`src/warp_sched_pkg.sv`:
```
// warp scheduler sizes, shared struct types and pc step
`default_nettype none

package warp_sched_pkg;

    // core sizes
    localparam int NUM_WARPS    = 4;
    localparam int NUM_THREADS  = 4;
    localparam int NUM_BARRIERS = 4;
    localparam int PC_BITS      = 30;
    localparam int NW_BITS      = (NUM_WARPS > 1) ? $clog2(NUM_WARPS) : 1;
    localparam int NB_BITS      = (NUM_BARRIERS > 1) ? $clog2(NUM_BARRIERS) : 1;
    localparam int PENDING_BITS = 12;

    typedef logic [NW_BITS-1:0]     wid_t;
    typedef logic [NUM_THREADS-1:0] tmask_t;
    typedef logic [PC_BITS-1:0]     pc_t;
    typedef logic [NUM_WARPS-1:0]   wmask_t;
    typedef logic [NB_BITS-1:0]     bar_id_t;

    // pc is word addressed, one instruction per step
    localparam pc_t PC_STEP = pc_t'(1);

    typedef struct packed {
        logic   valid;
        tmask_t tmask;
    } tmc_t;

    typedef struct packed {
        logic   valid;
        wmask_t wmask;
        pc_t    pc;
    } wspawn_t;

    // size_m1 is participating warps minus one
    typedef struct packed {
        logic    valid;
        bar_id_t id;
        wid_t    size_m1;
    } barrier_t;

    // at most one sub-group set per command
    typedef struct packed {
        logic     valid;
        wid_t     wid;
        tmc_t     tmc;
        wspawn_t  wspawn;
        barrier_t barrier;
    } warp_ctl_t;

    typedef struct packed {
        logic valid;
        wid_t wid;
        logic taken;
        pc_t  dest;
    } branch_t;

    typedef struct packed {
        wid_t   wid;
        tmask_t tmask;
        pc_t    pc;
    } sched_entry_t;

    typedef struct packed {
        logic   valid;
        wmask_t wmask;
    } barrier_rel_t;

endpackage

`default_nettype wire

```
`src/barrier_table.sv`:
```
// local barrier arrival counters, waiting masks and release decision
`timescale 1ns/1ps
`default_nettype none

module barrier_table import warp_sched_pkg::*; (
    input  wire            clk,
    input  wire            reset,
    input  wire warp_ctl_t warp_ctl,
    output barrier_rel_t   barrier_rel
);

    wid_t   [NUM_BARRIERS-1:0] count_q;
    wmask_t [NUM_BARRIERS-1:0] waiting_q;

    bar_id_t bar_id;
    wmask_t  wid_bit;
    logic    arrive;
    logic    release_hit;

    assign bar_id  = warp_ctl.barrier.id;
    assign wid_bit = wmask_t'(1) << warp_ctl.wid;
    assign arrive  = warp_ctl.valid && warp_ctl.barrier.valid;

    // last arrival when count already equals size_m1
    assign release_hit = arrive && (count_q[bar_id] == warp_ctl.barrier.size_m1);

    always_comb begin
        barrier_rel.valid = release_hit;
        // waiting warps plus the one that completes the barrier
        barrier_rel.wmask = waiting_q[bar_id] | wid_bit;
    end

    always_ff @(posedge clk) begin
        if (reset) begin
            count_q   <= '0;
            waiting_q <= '0;
        end else begin
            if (release_hit) begin
                count_q[bar_id]   <= '0;
                waiting_q[bar_id] <= '0;
            end else if (arrive) begin
                count_q[bar_id]   <= count_q[bar_id] + wid_t'(1);
                waiting_q[bar_id] <= waiting_q[bar_id] | wid_bit;
            end
        end
    end

endmodule

`default_nettype wire

```
`src/fetch_buffer.sv`:
```
// two-entry valid/ready buffer with registered output toward fetch
`timescale 1ns/1ps
`default_nettype none

module fetch_buffer import warp_sched_pkg::*; (
    input  wire               clk,
    input  wire               reset,
    input  wire sched_entry_t in_entry,
    input  wire               in_valid,
    output logic              in_ready,
    output sched_entry_t      out_entry,
    output logic              out_valid,
    input  wire               out_ready
);

    // second slot, only filled while the output is stalled
    sched_entry_t skid_entry;
    logic         skid_valid;
    logic         out_load;
    logic         in_fire;

    assign in_ready = !skid_valid;
    assign in_fire  = in_valid && in_ready;
    assign out_load = out_ready || !out_valid;

    always_ff @(posedge clk) begin
        if (reset) begin
            out_valid  <= 1'b0;
            skid_valid <= 1'b0;
        end else begin
            if (out_load) begin
                // older skid entry goes first
                out_valid  <= skid_valid || in_fire;
                skid_valid <= 1'b0;
            end else if (in_fire) begin
                skid_valid <= 1'b1;
            end
        end
    end

    always_ff @(posedge clk) begin
        if (out_load) begin
            if (skid_valid) begin
                out_entry <= skid_entry;
            end else if (in_fire) begin
                out_entry <= in_entry;
            end
        end else if (in_fire) begin
            skid_entry <= in_entry;
        end
    end

endmodule

`default_nettype wire

```
`src/pending_tracker.sv`:
```
// per-warp in-flight instruction counters and registered busy flag
`timescale 1ns/1ps
`default_nettype none

module pending_tracker import warp_sched_pkg::*; (
    input  wire         clk,
    input  wire         reset,
    input  wire         issue_valid,
    input  wire wid_t   issue_wid,
    input  wire wmask_t commit_warps,
    input  wire wmask_t active_warps,
    output logic        busy
);

    logic [NUM_WARPS-1:0][PENDING_BITS-1:0] count_q;
    wmask_t                                 nonzero;

    for (genvar i = 0; i < NUM_WARPS; i++) begin : g_counter
        logic incr;
        logic decr;

        assign incr       = issue_valid && (issue_wid == wid_t'(i));
        assign decr       = commit_warps[i];
        assign nonzero[i] = (count_q[i] != '0);

        // saturating, simultaneous issue and commit cancel out
        always_ff @(posedge clk) begin
            if (reset) begin
                count_q[i] <= '0;
            end else if (incr && !decr && (count_q[i] != '1)) begin
                count_q[i] <= count_q[i] + 1'b1;
            end else if (decr && !incr && nonzero[i]) begin
                count_q[i] <= count_q[i] - 1'b1;
            end
        end
    end

    // reports busy out of reset
    always_ff @(posedge clk) begin
        if (reset) begin
            busy <= 1'b1;
        end else begin
            busy <= (active_warps != '0) || (nonzero != '0);
        end
    end

endmodule

`default_nettype wire

```
`src/warp_scheduler.sv`:
```
// warp scheduler top level connecting state, barriers, select, buffer and tracker
`timescale 1ns/1ps
`default_nettype none

module warp_scheduler import warp_sched_pkg::*; #(
    parameter pc_t STARTUP_PC = pc_t'('h400)
) (
    input  wire               clk,
    input  wire               reset,
    input  wire warp_ctl_t    warp_ctl,
    input  wire branch_t      branch,
    input  wire               decode_unlock,
    input  wire wid_t         decode_wid,
    input  wire               issue_valid,
    input  wire wid_t         issue_wid,
    input  wire wmask_t       commit_warps,
    output sched_entry_t      sched,
    output logic              sched_valid,
    input  wire               sched_ready,
    output logic              busy
);

    wmask_t                 ready_warps;
    wmask_t                 active_warps;
    tmask_t [NUM_WARPS-1:0] all_tmasks;
    pc_t    [NUM_WARPS-1:0] all_pcs;
    barrier_rel_t           barrier_rel;
    sched_entry_t           cand;
    logic                   cand_valid;
    logic                   cand_ready;

    // pick into the buffer, accept out to fetch
    wire pick_fire   = cand_valid && cand_ready;
    wire accept_fire = sched_valid && sched_ready;

    warp_state #(
        .STARTUP_PC (STARTUP_PC)
    ) i_warp_state (
        .clk           (clk),
        .reset         (reset),
        .warp_ctl      (warp_ctl),
        .branch        (branch),
        .decode_unlock (decode_unlock),
        .decode_wid    (decode_wid),
        .barrier_rel   (barrier_rel),
        .pick_fire     (pick_fire),
        .pick_wid      (cand.wid),
        .accept_fire   (accept_fire),
        .accept_entry  (sched),
        .ready_warps   (ready_warps),
        .active_warps  (active_warps),
        .all_tmasks    (all_tmasks),
        .all_pcs       (all_pcs)
    );

    barrier_table i_barrier_table (
        .clk         (clk),
        .reset       (reset),
        .warp_ctl    (warp_ctl),
        .barrier_rel (barrier_rel)
    );

    warp_select i_warp_select (
        .ready_warps (ready_warps),
        .all_tmasks  (all_tmasks),
        .all_pcs     (all_pcs),
        .cand        (cand),
        .cand_valid  (cand_valid)
    );

    fetch_buffer i_fetch_buffer (
        .clk       (clk),
        .reset     (reset),
        .in_entry  (cand),
        .in_valid  (cand_valid),
        .in_ready  (cand_ready),
        .out_entry (sched),
        .out_valid (sched_valid),
        .out_ready (sched_ready)
    );

    pending_tracker i_pending_tracker (
        .clk          (clk),
        .reset        (reset),
        .issue_valid  (issue_valid),
        .issue_wid    (issue_wid),
        .commit_warps (commit_warps),
        .active_warps (active_warps),
        .busy         (busy)
    );

endmodule

`default_nettype wire

```
`src/warp_select.sv`:
```
// lowest-index ready warp picker with tmask and pc select
`timescale 1ns/1ps
`default_nettype none

module warp_select import warp_sched_pkg::*; (
    input  wire wmask_t                 ready_warps,
    input  wire tmask_t [NUM_WARPS-1:0] all_tmasks,
    input  wire pc_t    [NUM_WARPS-1:0] all_pcs,
    output sched_entry_t                cand,
    output logic                        cand_valid
);

    // walk downward so the lowest ready index wins
    always_comb begin
        cand       = '0;
        cand_valid = 1'b0;
        for (int i = NUM_WARPS - 1; i >= 0; i--) begin
            if (ready_warps[i]) begin
                cand.wid   = wid_t'(i);
                cand.tmask = all_tmasks[i];
                cand.pc    = all_pcs[i];
                cand_valid = 1'b1;
            end
        end
    end

endmodule

`default_nettype wire

```
`src/warp_state.sv`:
```
// per-warp active, stalled, tmask and pc registers with control event handling
`timescale 1ns/1ps
`default_nettype none

module warp_state import warp_sched_pkg::*; #(
    parameter pc_t STARTUP_PC = '0
) (
    input  wire                         clk,
    input  wire                         reset,
    input  wire warp_ctl_t              warp_ctl,
    input  wire branch_t                branch,
    input  wire                         decode_unlock,
    input  wire wid_t                   decode_wid,
    input  wire barrier_rel_t           barrier_rel,
    input  wire                         pick_fire,
    input  wire wid_t                   pick_wid,
    input  wire                         accept_fire,
    input  wire sched_entry_t           accept_entry,
    output wmask_t                      ready_warps,
    output wmask_t                      active_warps,
    output tmask_t [NUM_WARPS-1:0]      all_tmasks,
    output pc_t    [NUM_WARPS-1:0]      all_pcs
);

    wmask_t                 active_q;
    wmask_t                 active_n;
    wmask_t                 stalled_q;
    wmask_t                 stalled_n;
    tmask_t [NUM_WARPS-1:0] tmasks_q;
    tmask_t [NUM_WARPS-1:0] tmasks_n;
    pc_t    [NUM_WARPS-1:0] pcs_q;
    pc_t    [NUM_WARPS-1:0] pcs_n;

    // pending spawn, held until only one warp runs
    logic   spawn_valid;
    wmask_t spawn_wmask;
    pc_t    spawn_pc;
    wid_t   spawn_wid;
    logic   single_warp;
    logic   spawn_apply;
    logic   spawn_capture;

    assign single_warp   = ($countones(active_q) == 1);
    assign spawn_apply   = spawn_valid && single_warp;
    assign spawn_capture = warp_ctl.valid && warp_ctl.wspawn.valid;

    // later statements override earlier ones
    always_comb begin
        active_n  = active_q;
        stalled_n = stalled_q;
        tmasks_n  = tmasks_q;
        pcs_n     = pcs_q;

        if (decode_unlock) begin
            stalled_n[decode_wid] = 1'b0;
        end

        if (spawn_apply) begin
            active_n = active_n | spawn_wmask;
            for (int i = 0; i < NUM_WARPS; i++) begin
                if (spawn_wmask[i]) begin
                    tmasks_n[i] = tmask_t'(1);
                    pcs_n[i]    = spawn_pc;
                end
            end
            stalled_n[spawn_wid] = 1'b0;
        end

        // thread mask change, zero mask retires the warp
        if (warp_ctl.valid && warp_ctl.tmc.valid) begin
            active_n[warp_ctl.wid]  = (warp_ctl.tmc.tmask != '0);
            tmasks_n[warp_ctl.wid]  = warp_ctl.tmc.tmask;
            stalled_n[warp_ctl.wid] = 1'b0;
        end

        if (barrier_rel.valid) begin
            stalled_n = stalled_n & ~barrier_rel.wmask;
        end

        if (branch.valid) begin
            if (branch.taken) begin
                pcs_n[branch.wid] = branch.dest;
            end
            stalled_n[branch.wid] = 1'b0;
        end

        // hold the picked warp until decode or a control event frees it
        if (pick_fire) begin
            stalled_n[pick_wid] = 1'b1;
        end

        if (accept_fire) begin
            pcs_n[accept_entry.wid] = accept_entry.pc + PC_STEP;
        end
    end

    always_ff @(posedge clk) begin
        if (reset) begin
            active_q    <= wmask_t'(1);
            stalled_q   <= '0;
            spawn_valid <= 1'b0;
            for (int i = 0; i < NUM_WARPS; i++) begin
                tmasks_q[i] <= (i == 0) ? tmask_t'(1) : tmask_t'(0);
                pcs_q[i]    <= STARTUP_PC;
            end
        end else begin
            active_q  <= active_n;
            stalled_q <= stalled_n;
            tmasks_q  <= tmasks_n;
            pcs_q     <= pcs_n;
            if (spawn_apply) begin
                spawn_valid <= 1'b0;
            end
            if (spawn_capture) begin
                spawn_valid <= 1'b1;
            end
        end
    end

    always_ff @(posedge clk) begin
        if (spawn_capture) begin
            spawn_wmask <= warp_ctl.wspawn.wmask;
            spawn_pc    <= warp_ctl.wspawn.pc;
            spawn_wid   <= warp_ctl.wid;
        end
    end

    assign active_warps = active_q;
    assign ready_warps  = active_q & ~stalled_q;
    assign all_tmasks   = tmasks_q;
    assign all_pcs      = pcs_q;

endmodule

`default_nettype wire
```
`config.mk`:
```
export PLATFORM = sky130hd
export DESIGN_NAME = warp_scheduler
export DESIGN_NICKNAME = d
export VERILOG_FILES = /design/src/warp_sched_pkg.sv /design/src/barrier_table.sv /design/src/fetch_buffer.sv /design/src/pending_tracker.sv /design/src/warp_scheduler.sv /design/src/warp_select.sv /design/src/warp_state.sv
export SDC_FILE = /design/constraint.sdc
export NUM_CORES = 1
export LEC_CHECK = 0
export BUFFER_PORTS_ARGS = -buffer_cell sky130_fd_sc_hd__buf_4
export CORE_MARGIN = 4
export CORE_UTILIZATION = 35
export DETAILED_ROUTE_END_ITERATION = 10
export GPL_TIMING_DRIVEN = 0
export HOLD_SLACK_MARGIN = 0.15
export SETUP_SLACK_MARGIN = 0.5
export SYNTH_ARGS = -nofsm -noshare
export SYNTH_HDL_FRONTEND = slang
export SYNTH_HIERARCHICAL = 1
export SYNTH_SLANG_ARGS = --single-unit
export TNS_END_PERCENT = 100
```
`constraint.sdc`:
```
create_clock -name clk -period 13.37 [get_ports clk]
set_clock_uncertainty 0.2 [all_clocks]
set_input_delay 2.674 -clock clk [delete_from_list [all_inputs] [get_ports clk]]
set_output_delay 2.674 -clock clk [all_outputs]
set_load 0.01 [all_outputs]
```
# Word level (Yosys, flattened, before mapping)
# Index checks and enable logic that the tools add are counted.
# Widths: inputs -> output; s select.
[op_classes]
n_addsub = 13
magnitude_cmp = 14
eq_ne = 9
shifts = 1
muxes = 76
bitwise_logic = 20
reduce_logical = 65
[ops]
columns = ["op", "count"]
rows = [
  ["$mux 120", 4],
  ["$bwmux 120", 2],
  ["$mux 36", 6],
  ["$mux 30", 6],
  ["$demux 30 s2", 2],
  ["$mux 12", 8],
  ["$mux 16", 4],
  ["$mux 4", 15],
  ["$add 12x1->12 const B", 4],
  ["$ne 12x12->1 const B", 4],
  ["$reduce_bool 12->1", 4],
  ["$sub 12x1->12 const B", 4],
  ["$logic_and 1x1->1", 34],
  ["$add 32x32->32", 1],
  ["$bwmux 16", 2],
  ["$eq 32x2->1 const B", 1],
  ["$add 30x1->30 const B", 1],
  ["$and 4x4->4", 6],
  ["$not 4->4", 6],
  ["$lt 2x3->1 const B", 7],
  ["$and 16x16->16", 1],
  ["$demux 4 s2", 2],
  ["$mux 8", 2],
  ["$not 16->16", 1],
  ["other kinds (26)", 71],
]
[word_totals]
ff_bits = 328
output_inout_bits = 38

# Longest topological paths before layout
# Gate-level depths: netlist of the first run.
[logic_depth]
depth_word = 17
mapped_depth = 12
mapped_depth_nobuf = 10

# By module
# Netlist of the first run, hierarchy kept.
[by_module_without_submodules]
columns = ["module", "n_inst", "cells_each", "area_each_um2"]
rows = [
  ["warp_state", 1, 1081, 8878.5],
  ["pending_tracker", 1, 518, 4209.0],
  ["fetch_buffer", 1, 121, 2691.3],
  ["barrier_table", 1, 122, 1219.9],
  ["warp_select", 1, 129, 845.8],
  ["warp_scheduler", 1, 2, 12.5],
]

# Least setup slack after synthesis of the first run
# Ideal clock, no wire load.
[synth_timing]
kind = "input-to-reg"
from = "input port sched_ready"
to = "register i_fetch_buffer/skid_entry[0] in the netlist's numbering, enable pin"
setup_time_ps = 482
t_arrival_ps = 5554
required_ps = 12688
setup_slack_ps = 7134
stages = 2
n_path_buf = 0
cell_sequence = "nand2b_1 -> nor3b_1"
[synth_via]
elab_chain_len = 3
[synth_rtl]
columns = ["item", "line_no", "text"]
rows = [
  ["start, declared", "warp_scheduler.sv:19", "input wire sched_ready,"],
  ["$logic_or 1x1->1", "fetch_buffer.sv:24", "assign out_load = out_ready || !out_valid;"],
  ["$not 1->1 (no source line)", "-", ""],
  ["$reduce_and 2->1 (no source line)", "-", ""],
  ["end signal, assigned", "fetch_buffer.sv:49", "skid_entry <= in_entry;"],
  ["end, declared", "fetch_buffer.sv:17", "sched_entry_t skid_entry;"],
]
# No other way between the ends.
# A chain may end at the register's enable or synchronous reset.

# Final worst setup path of the first run
[layout_timing]
from = "input port issue_wid[0]"
to = "register i_pending_tracker/count_q[10] in the netlist's numbering"
[layout_via]
elab_chain_len = 6
elab_cells_between_ends = 9
classes_between = "mux: 1; reduce/logical: 8"
[layout_rtl]
columns = ["item", "line_no", "text"]
rows = [
  ["start, declared", "warp_scheduler.sv:15", "input wire wid_t issue_wid,"],
  ["$logic_not 2->1 *", "pending_tracker.sv:22", "assign incr = issue_valid && (issue_wid == wid_t'(i));"],
  ["$logic_and 1x1->1 *", "pending_tracker.sv:22", ""],
  ["$logic_not 1->1", "pending_tracker.sv:32", "end else if (decr && !incr && nonzero[i]) begin"],
  ["$logic_and 1x1->1 (2 in series)", "pending_tracker.sv:32", ""],
  ["$reduce_bool 2->1 (no source line)", "-", ""],
  ["end signal, assigned by index", "pending_tracker.sv:31", "count_q[i] <= count_q[i] + 1'b1;"],
  ["end signal, assigned by index", "pending_tracker.sv:33", "count_q[i] <= count_q[i] - 1'b1;"],
  ["end, declared", "pending_tracker.sv:15", "logic [NUM_WARPS-1:0][PENDING_BITS-1:0] count_q;"],
]
# Every way passes the cells marked *; elsewhere a longest branch is shown, timed or not.

==> results of run 1 <==
==> cell families (layout without fill, tap and decap cells) <==
family / after synthesis / count (layout) / share of synthesized area [%]
AOI/OAI and AO/OA: 578 / 578 / 21.3
xor gates and xnor gates: 49 / 49 / 2.40
adders and majority gates: 48 / 48 / 3.57
buffers and inverters: 154 / 362 / 4.32
DFF: 328 / 328 / 42.8
muxes: 62 / 62 / 4.22
and+or+nand+nor: 754 / 754 / 21.4
==> worst max-delay path by stage <==
| stage | end | slack [ns] | depth (start not counted) |
|---|---|---|---|
| after floorplan | i_fetch_buffer/skid_entry[0] | 7.13 | 2 |
| after global placement | i_fetch_buffer/skid_entry[14] | 4.74 | 3 |
| after detailed placement | i_pending_tracker/count_q[10] | 7.63 | 10 |
| after CTS | i_pending_tracker/count_q[10] | 8.21 | 10 |
| after global routing | i_pending_tracker/count_q[10] | 7.90 | 10 |
| final | i_pending_tracker/count_q[10] | 8.16 | 10 |
==> layout by cell type (no fill, tap or decap), types with 12 or more instances in the layout <==
master,instances
nor3_1,25
nand4_1,18
mux2_2,36
o22ai_1,131
o211ai_1,14
and3_1,100
o32ai_1,18
buf_4,134
inv_1,34
buf_6,15
a22oi_1,47
o21bai_1,18
clkbuf_16,42
nand2b_1,42
ha_1,43
nand2_1,299
clkinv_1,12
clkbuf_1,64
dfxtp_1,220
nand3_1,45
and2_1,13
a21oi_1,101
xnor2_1,18
nand3b_1,19
edfxtp_1,108
a221oi_1,13
or3_1,16
mux2i_1,19
xor2_1,31
a211oi_1,14
o21ai_0,125
a21o_1,15
a311o_1,16
nor2_1,103
buf_2,40
==> through the flow <==
| stage | setup slack [ns] | area, um^2 | power [mW] |
|---|---|---|---|
| floorplan | 7.13 | 17900 | 2.25 |
| global placement | 4.74 | 19700 | 2.62 |
| detailed placement | 7.63 | 19800 | 2.66 |
| CTS | 8.21 | 21000 | 3.71 |
| global route | 7.90 | 21000 | 3.92 |
| finish | 8.16 | 21000 | 3.71 |
==> cell type report <==
type	instances	area, um^2
Buffer	120	644
Clock buffer	50	1100
Clock inverter	22	126
Fill cell	4967	29300
Inverter	34	128
Multi-Input combinational cell	1491	9450
Sequential cell	328	7650
Tap cell	672	841
Timing Repair Buffer	136	1060
==> power breakdown <==
part           total (mW)  leakage, nW  switching, mW  internal [mW]
logic                1.30         4.19          0.758          0.546
clock network        1.04        0.604          0.436          0.600
registers            1.37         2.85          0.158           1.21
==> per-layer routing <==
metal / global-route usage, % / up-vias / part of all wire [%]
met5: 0 / - / 0.043
met1: 30.0 / 8210 / 41
met4: 9.80 / 4 / 4.3
met3: 6.32 / 209 / 10
li1: - / 7772 / -
met2: 35.9 / 880 / 45
==> flip-flops by register name, indices dropped and copies added, names as in the netlist <==
| name | flops |
|---|---|
| i_barrier_table/count_q | 8 |
| i_barrier_table/waiting_q | 16 |
| i_fetch_buffer/out_entry | 36 |
| i_fetch_buffer/out_valid | 1 |
| i_fetch_buffer/skid_entry | 36 |
| i_fetch_buffer/skid_valid | 1 |
| i_pending_tracker/busy | 1 |
| i_pending_tracker/count_q | 48 |
| i_warp_state/active_warps | 4 |
| i_warp_state/all_pcs | 120 |
| i_warp_state/all_tmasks | 16 |
| i_warp_state/spawn_pc | 30 |
| i_warp_state/spawn_valid | 1 |
| i_warp_state/spawn_wid | 2 |
| i_warp_state/spawn_wmask | 4 |
| i_warp_state/stalled_q | 4 |
==> worst max-delay path, cell delays in order <==
cell and delay [ns]:
buf_4 0.13, nor4b_1 0.45, o31a_1 0.27, inv_1 0.23
ha_1 0.49, nand3_1 0.11, o211ai_1 0.33, o2111ai_1 0.23
a2111o_1 0.44, o311ai_0 0.10
==> impl_metrics.yaml, run 1 <==
timing:
  worst_hold_slack_ns: 0.287
  setup_viol: 0
  slew_viol_final: 0
  max_freq_mhz: 192
  slew-limit-headroom_pct: 21.6
  tns_ns: 0
  post-route-min-period_ns: 5.21
  report.final.hold_viol_count: 0
  period_share_pct: 39.0
  rsz0062_at_grt: "false"
  worstMarginPinSlew_ns: 1.17
yosys:
  synth_warnings: 6
  synth.most_common_cell: "nand2_1"
  ys_async_sr_fraction_pct: 0
  yosysTopAreaCell: "dfxtp_1"
  ys_seq_area_share_pct: 42.8
  synth.area.top_cells: "dfxtp_1 25%, edfxtp_1 18%, nand2_1 6.3%, o22ai_1 4.6%, and3_1 3.5%"
  avgSynthCellArea_um2: 9.05
  syn_inst: 1973
  synth_fp_nets: 2116
  syn_area_um2: 17900
  synth_seq_cells: 328
  ys.flop_type: "dfxtp_1"
  synth_top_area_share_pct: 24.7
  synth-edff-count: 108
  synthTopCellsByCount: "299 x nand2_1, 220 x dfxtp_1, 131 x o22ai_1"
  synth.distinct_cells: 92
floorplanning:
  row_count: 82
  die_width_um: 234
  initial_core_util_pct: 35.5
  core_area_um2: 50300
  die_y_um: 234
  io_pins: 133
  die-area_um2: 54700
grt:
  grt_use_total_pct: 23.0
  first_global_vias: 16609
  grt-ovfl-total: 0
  antenna_found_initial: 2
  grt_pass1_wl_mm: 97.8
  grt_start_max_net_pins: 29
finish:
  diodes: 0
  syn2layout_area_growth_pct: 17.6
  final_cell_count_no_fill: 2853
  fin_nets: 2294
  final_util_pct: 41.8
  layout-drive-gt1-share_pct: 15.0
job:
  maxCapViolCount: 0
min_path:
  worstHoldEndpoint: "i_pending_tracker/count_q[27]"
  hp-start: "i_pending_tracker/count_q[27]"
  hp-class: "flop to flop"
  whs_path_depth: 2
clock_network:
  cts_made_buffers: 40
  clk_pin_slew_ns: 0.06
  cts_resized: 0
  h-tree-depth: 2
  hold_buffers: 0
  cts_sinks: 328
  clock_path_buffers: 3
  cts_setup_buffers: 0
  cts_tree: "built"
  clk-insertion-delay-late_ns: 0.56
  root_buffer: "clkbuf_16"
routing:
  vias: 17075
  viasPerCell: 5.98
  drtPass1Iterations: 6
  routed_wl_mm: 65.3
  postRouteAntennaNets: 0
  drc: 0
  wire_per_inst_um: 22.9
  first_iter_violations: 1768
pwr:
  cellLeakagePower_nw: 7.64
  power_density_nw_per_um2: 177
  vdd_drop_max_v: 0.0000831
setup_path:
  worstReg2RegStart: "i_warp_state/active_warps[0]"
  start_kind: "input port"
  r2r_cells: 12
  r2r_slack_ns: 9.77
  path_class: "input port to flop"
  critPathRequiredTime_ns: 13.61
  crit_start: "issue_wid[0]"
  reg2reg_to: "i_warp_state/all_pcs[104]"
  endpoint_kind: "flop"
  arrival_ns: 5.45
  worstPathMaxFanout: 12
placed_design:
  place_inst: 2781
  portBuffers: 131
  gp_congestion: 0.939
  dp_hpwl_mm: 46.3
run_status:
  status: "finished clean"
Power figures use the tool's default switching activity.
==> inputs of run 2 (changes only) <==
--- a/config.mk
+++ b/config.mk
@@ -5,6 +5,7 @@
 export SDC_FILE = /design/constraint.sdc
 export NUM_CORES = 1
 export LEC_CHECK = 0
+export ABC_AREA = 1
 export BUFFER_PORTS_ARGS = -buffer_cell sky130_fd_sc_hd__buf_4
 export CORE_MARGIN = 4
 export CORE_UTILIZATION = 35
==> constraint.sdc (replaced) <==
create_clock -name clk -period 5.2 [get_ports clk]
set_clock_uncertainty 0.2 [all_clocks]
set_input_delay 1.04 -clock clk [delete_from_list [all_inputs] [get_ports clk]]
set_output_delay 1.04 -clock clk [all_outputs]
set_load 0.01 [all_outputs]
==> run 2 against run 1 <==
  * Core utilization down 0.66 points
  * Design area is 18% higher
  * Clock-buffer cell count is 8 higher
  * Global-route usage rose by 0.70 points
  * First-iteration DRC count rose by 22%
  * Die area rose by 19%
  * Clock power increased to 2.8 times the previous value
==> impl_metrics.yaml, run 2 <==
run_status:
  status: "finished clean"
clock_network:
  cts_made_buffers: 42
  clock_path_buffers: 3
  cts_sinks: 328
  clk_pin_slew_ns: 0.06
  root_buffer: "clkbuf_16"
  cts_setup_buffers: 0
  cts_tree: "built"
  hold_buffers: 0
  cts_resized: 0
  h-tree-depth: 2
  clk-insertion-delay-late_ns: 0.59
setup_path:
  worstPathMaxFanout: 10
  arrival_ns: 3.69
  worst-path-buf-inv: 3
  worstReg2RegStart: "i_warp_state/active_warps[0]"
  endpoint_kind: "flop"
  path_class: "flop to flop"
  start_kind: "flop"
  r2r_slack_ns: 1.82
  reg2reg_to: "i_warp_state/all_pcs[66]"
  worst_path_max_delay_cell: "clkbuf_1"
  crit_chain: "inv_1, fa_1, inv_1, ha_1, ha_1, nor2_8, nand4_2, clkbuf_1, nand2_1, nand3_1, nand2_1, a21oi_1"
  slowest_delay_ns: 0.66
  critPathRequiredTime_ns: 5.51
  cp_top_family: "adder cells"
  r2r_cells: 12
routing:
  first_iter_violations: 2149
  routed_wl_mm: 79.7
  wire_per_inst_um: 18.2
  drc: 0
  viasPerCell: 5.10
  drtPass1Iterations: 6
  postRouteAntennaNets: 0
  vias: 22326
floorplanning:
  die-area_um2: 65200
  die_y_um: 255
  die_width_um: 255
  initial_core_util_pct: 35.4
  core_area_um2: 60500
  row_count: 90
  io_pins: 133
timing:
  rsz0062_at_grt: "false"
  tns_ns: 0
  slew_viol_final: 0
  max_freq_mhz: 296
  setup_viol: 0
  period_share_pct: 65.0
  post-route-min-period_ns: 3.38
  slew-limit-headroom_pct: 39.9
  report.final.hold_viol_count: 0
  worstMarginPinSlew_ns: 0.901
yosys:
  syn_inst: 3383
  synth.distinct_cells: 54
  avgSynthCellArea_um2: 6.33
  ys.flop_type: "dfxtp_1"
  synth_top_family_by_area: "simple AND/OR/NAND/NOR gates"
  synthTopCellsByCount: "1360 x nand2_1, 409 x nor2_1, 347 x nand3_1"
  synth_xor_area_share_pct: 1.06
  ys_seq_area_share_pct: 35.7
  synth_seq_cells: 328
  synth.area.mux_share_pct: 0
  synth_simple_gate_area_share_pct: 43.5
  ys_async_sr_fraction_pct: 0
  syn_area_um2: 21400
  synth-compound-area-share_pct: 8.08
  synth.most_common_cell: "nand2_1"
  yosysTopAreaCell: "nand2_1"
  synth_top_area_share_pct: 23.9
  synth_adder_area_share_pct: 2.98
  synth-edff-count: 108
  synth_warnings: 6
  synth.area.top_cells: "nand2_1 24%, dfxtp_1 21%, edfxtp_1 15%, nand3_1 8.1%, nor2_1 7.2%"
  synth_fp_nets: 3526
placed_design:
  place_area_um2: 23400
  portBuffers: 130
  dp_hpwl_mm: 59.4
  gp_congestion: 0.963
finish:
  largest_register_ffs: 120
  final_common_cell: "nand2_1"
  design_area_um2: 24900
  mostFrequentLayoutCells: "1360 x nand2_1, 408 x nor2_1, 347 x nand3_1"
  layout-drive-gt1-share_pct: 10.1
  syn2layout_area_growth_pct: 16.1
  fin_nets: 3703
pwr:
  p_seq_share_pct: 36.1
  p_int_mw: 5.94
  switchingPower_mw: 3.62
  p_clk_share_pct: 30.9
  vdd_drop_max_v: 0.000216
  power_frac_comb_pct: 33.0
  cellLeakagePower_nw: 11.9
  switching_share_pct: 37.9
  power_density_nw_per_um2: 385
min_path:
  whs_path_depth: 2
  hp-class: "flop to flop"
  worstHoldEndpoint: "i_warp_state/all_tmasks[1]"
  hp-start: "i_warp_state/all_tmasks[1]"
grt:
  grt_pass1_wl_mm: 119
  grt_start_max_net_pins: 29
  grt_use_total_pct: 23.7
  first_global_vias: 20197
  antenna_found_initial: 2
  grt-ovfl-total: 0
job:
  maxCapViolCount: 0
## run 2: cell types whose count changed in the layout (fill, tap and decap cells not counted), moves of 42 or more
cell      previous run  this run
nor2_1             103       408
and3_1             100         2
a22oi_1             47         0
o21ai_0            125        79
inv_1               34       249
a21oi_1            101       199
nand2b_1            42         0
nand2_1            299      1360
nand3_1             45       347
o22ai_1            131         2
## run 2: cell type report
class                           count  area, um^2
Fill cell                        6484       35600
Multi-Input combinational cell   2643       11900
Sequential cell                   328        7650
Clock buffer                       58        1220
Timing Repair Buffer              133        1040
Inverter                          266        1020
Tap cell                          782         978
Buffer                            146         830
Clock inverter                     20         180
Antenna cell                        2        5.00
## run 2: how the worst max path moves through the flow
stage | endpoint | cells after the start | slack [ns] | startpoint
2_1_floorplan | i_fetch_buffer/out_entry[0] | 2 | 1.67 | sched_ready
3_3_place_gp | i_fetch_buffer/out_entry[9] | 8 | 0.26 | i_warp_state/active_warps[0]
3_5_place_dp | i_pending_tracker/count_q[9] | 15 | 1.81 | issue_wid[0]
4_1_cts | i_warp_state/all_pcs[85] | 13 | 1.89 | i_warp_state/active_warps[0]
5_1_grt | i_warp_state/all_pcs[88] | 14 | 1.69 | i_warp_state/active_warps[0]
6_report | i_warp_state/all_pcs[66] | 12 | 1.82 | i_warp_state/active_warps[0]
## run 2: metrics by stage
stage          power (mW)  cells  worst slack [ns]  hold slack (ns)  util [%]
6_report             9.56   4378              1.82            0.260      41.1
5_1_grt              10.1   4377              1.69            0.280      41.1
4_1_cts              9.60   4376              1.89            0.261      41.1
3_5_place_dp         6.61   4298              1.81            0.253      38.8
3_3_place_gp         6.58   4295             0.262            0.251      38.6
2_1_floorplan        5.52   3383              1.67            0.239         -
## run 2: cells by family (layout without fill, tap and decap cells)
kind of cell / Yosys count / after routing
buffers and inverters: 412 / 623
DFF: 328 / 328
xor gates and xnor gates: 26 / 26
and+or+nand+nor: 2241 / 2241
other: 0 / 2
adders and majority gates: 48 / 48
AOI/OAI and AO/OA: 328 / 328
## run 2: worst register-to-register path, delay by kind of cell, from the launching register on
| family | cells | cell delay (ns) |
|---|---|---|
| compound gates | 1 | 0.16 |
| fa+ha+maj | 3 | 1.18 |
| buf+inv | 3 | 0.79 |
| flops | 1 | 0.38 |
| simple gates | 5 | 0.60 |
## run 2: per-layer routing
| metal | part of all wire [%] | wire length, um | global-route usage, % | vias to the layer above |
|---|---|---|---|---|
| met3 | 9.2 | 7330 | 4.67 | 211 |
| met5 | 0 | 0 | 0 | - |
| li1 | - | - | - | 11120 |
| met1 | 42 | 33100 | 31.1 | 10001 |
| met4 | 4.9 | 3920 | 11.2 | 0 |
| met2 | 44 | 35300 | 37.7 | 994 |
## run 2: power groups by stage
stage | clock network [mW] | registers [mW] | logic (mW)
floorplan | 0 | 3.41 | 2.12
global placement | 0 | 3.51 | 3.07
detailed placement | 0 | 3.50 | 3.11
CTS | 3.03 | 3.45 | 3.12
global route | 3.12 | 3.50 | 3.53
finish | 2.96 | 3.45 | 3.15
==> inputs of run 3 (changes only) <==
==> constraint.sdc (replaced) <==
create_clock -name clk -period 2.8 [get_ports clk]
set_clock_uncertainty 0.2 [all_clocks]
set_input_delay 0.56 -clock clk [delete_from_list [all_inputs] [get_ports clk]]
set_output_delay 0.56 -clock clk [all_outputs]
set_load 0.01 [all_outputs]
==> run 3 against run 2 <==
  * The flow now finishes with violations (setup timing)
  * Non-clock buffer count grew 138
  * Power grew 100%
  * Design area grew 15%
  * Final cell count grew 3.2%
  * Critical path depth grew 3
  * First-iteration DRC count grew 13%
  * Die area is the same
  * Sequential power grew 88%
  * Core utilization grew 6.4 points
  * Clock power grew 82%
  * Flip-flop and latch count is the same
==> impl_metrics.yaml, run 3 (same netlist as run 2, synthesis figures left out) <==
run_status:
  status: "complete, but fails checks"
  violations: "setup timing"
timing:
  slew_viol_final: 0
  report.final.hold_viol_count: 0
  worst_slack_ns: -0.0751
  post-route-min-period_ns: 2.88
  setup_viol: 59
  rsz0062_at_grt: "true"
  max_freq_mhz: 348
  slew-limit-headroom_pct: 15.7
  period_share_pct: 103
  worstMarginPinSlew_ns: 1.27
setup_path:
  arrival_ns: 3.18
  r2r_cells: 15
  start_kind: "flop"
  critPathRequiredTime_ns: 3.10
  worstPathMaxFanout: 6
  endpoint_kind: "flop"
  path_class: "flop to flop"
pwr:
  p_total_mw: 19.2
  vdd_drop_max_v: 0.000421
  cellLeakagePower_nw: 13.5
  power_density_nw_per_um2: 668
grt:
  grt_pass1_wl_mm: 126
  grt_use_total_pct: 25.1
  first_global_vias: 21346
  grt-ovfl-total: 0
  antenna_found_initial: 6
  grt_start_max_net_pins: 33
placed_design:
  place_area_um2: 23700
  gp_congestion: 0.973
  portBuffers: 130
  dp_hpwl_mm: 60.3
job:
  maxCapViolCount: 0
routing:
  vias: 23716
  drc: 0
  routed_wl_mm: 87.1
  wire_per_inst_um: 19.3
  first_iter_violations: 2427
  drtPass1Iterations: 5
  postRouteAntennaNets: 0
  viasPerCell: 5.25
floorplanning:
  initial_core_util_pct: 35.4
  die_y_um: 255
  io_pins: 133
  die_width_um: 255
  core_area_um2: 60500
  die-area_um2: 65200
  row_count: 90
clock_network:
  clock_path_buffers: 3
  cts_sinks: 328
  clk_pin_slew_ns: 0.06
  root_buffer: "clkbuf_16"
  clk-insertion-delay-late_ns: 0.58
  cts_made_buffers: 41
  cts_tree: "built"
  h-tree-depth: 2
finish:
  mostFrequentLayoutCells: "1249 x nand2_1, 394 x nor2_1, 238 x inv_1"
  layout-drive-gt1-share_pct: 23.4
  largest_register_ffs: 120
  multi_input_area_um2: 14000
  final_util_pct: 47.5
  final-seq-area_um2: 7750
  syn2layout_area_growth_pct: 34.1
  final_common_cell: "nand2_1"
  design_area_um2: 28700
  final.fill_count: 6120
  fin_nets: 3845
min_path:
  whs_path_depth: 5
  hp-class: "input port to flop"
## run 3: where the power goes
group	total, mW	switching, mW	internal [mW]
logic	7.29	4.40	2.90
clock network	5.39	2.24	3.14
registers	6.50	0.744	5.75
## run 3: layout make-up
type / count / share of cell area, %
Sequential cell: 328 / 27.0
Multi-Input combinational cell: 2648 / 48.7
Clock buffer: 59 / 4.02
Inverter: 266 / 3.62
Timing Repair Buffer: 271 / 8.90
Clock inverter: 16 / 0.562
Buffer: 146 / 3.75
Tap cell: 782 / 3.41
Antenna cell: 2 / 0.0174
## run 3: routing by layer
layer	routed length (um)	global-route usage (%)	vias up
met5	62	0	-
met4	5330	14.4	8
met3	7230	4.02	258
met2	38700	39.5	1107
met1	35800	32.9	10896
li1	-	-	11447
## run 3: what timing repair did
item / 4_1_cts / 5_1_grt
hold buffers: 45 / 0
cloned: 9 / 6
gates resized for setup: 128 / 427
endpoints found under the setup margin: 253 / 251
pin swaps: 70 / 194
setup buffers: 34 / 51
hold endpoints to repair: 58 / 0
## run 3: stage by stage
step / TNS (ns) / hold WS, ns / cells / setup WS, ns
3_3_place_gp: -13.05 / 0.249 / 4295 / -0.229
4_1_cts: 0 / 0.151 / 4459 / 0.0247
2_1_floorplan: 0 / 0.237 / 3383 / 0.288
6_report: -1.25 / 0.181 / 4518 / -0.0751
5_1_grt: -9.80 / 0.171 / 4518 / -0.145
3_5_place_dp: -14.64 / 0.252 / 4296 / -0.214
## run 3: critical path, cell delays in order, from the launching register on
cell	delay, ns
dfxtp_2	0.34
inv_2	0.05
fa_1	0.56
inv_2	0.05
ha_4	0.15
ha_4	0.26
inv_4	0.08
nand4_1	0.10
buf_6	0.17
buf_12	0.15
nor2_4	0.16
buf_12	0.18
nand2_4	0.05
nand3_2	0.08
nand2_1	0.08
a21oi_2	0.12
## run 3: final timing paths
kind                                                   start                           to  slack [ns]
worst max-delay path            i_warp_state/active_warps[3]     i_warp_state/all_pcs[30]       -0.08
worst min-delay path                              branch[22]     i_warp_state/all_pcs[52]        0.18
worst max register to register  i_warp_state/active_warps[3]     i_warp_state/all_pcs[30]       -0.08
worst min register to register   i_warp_state/all_tmasks[14]  i_warp_state/all_tmasks[14]        0.26
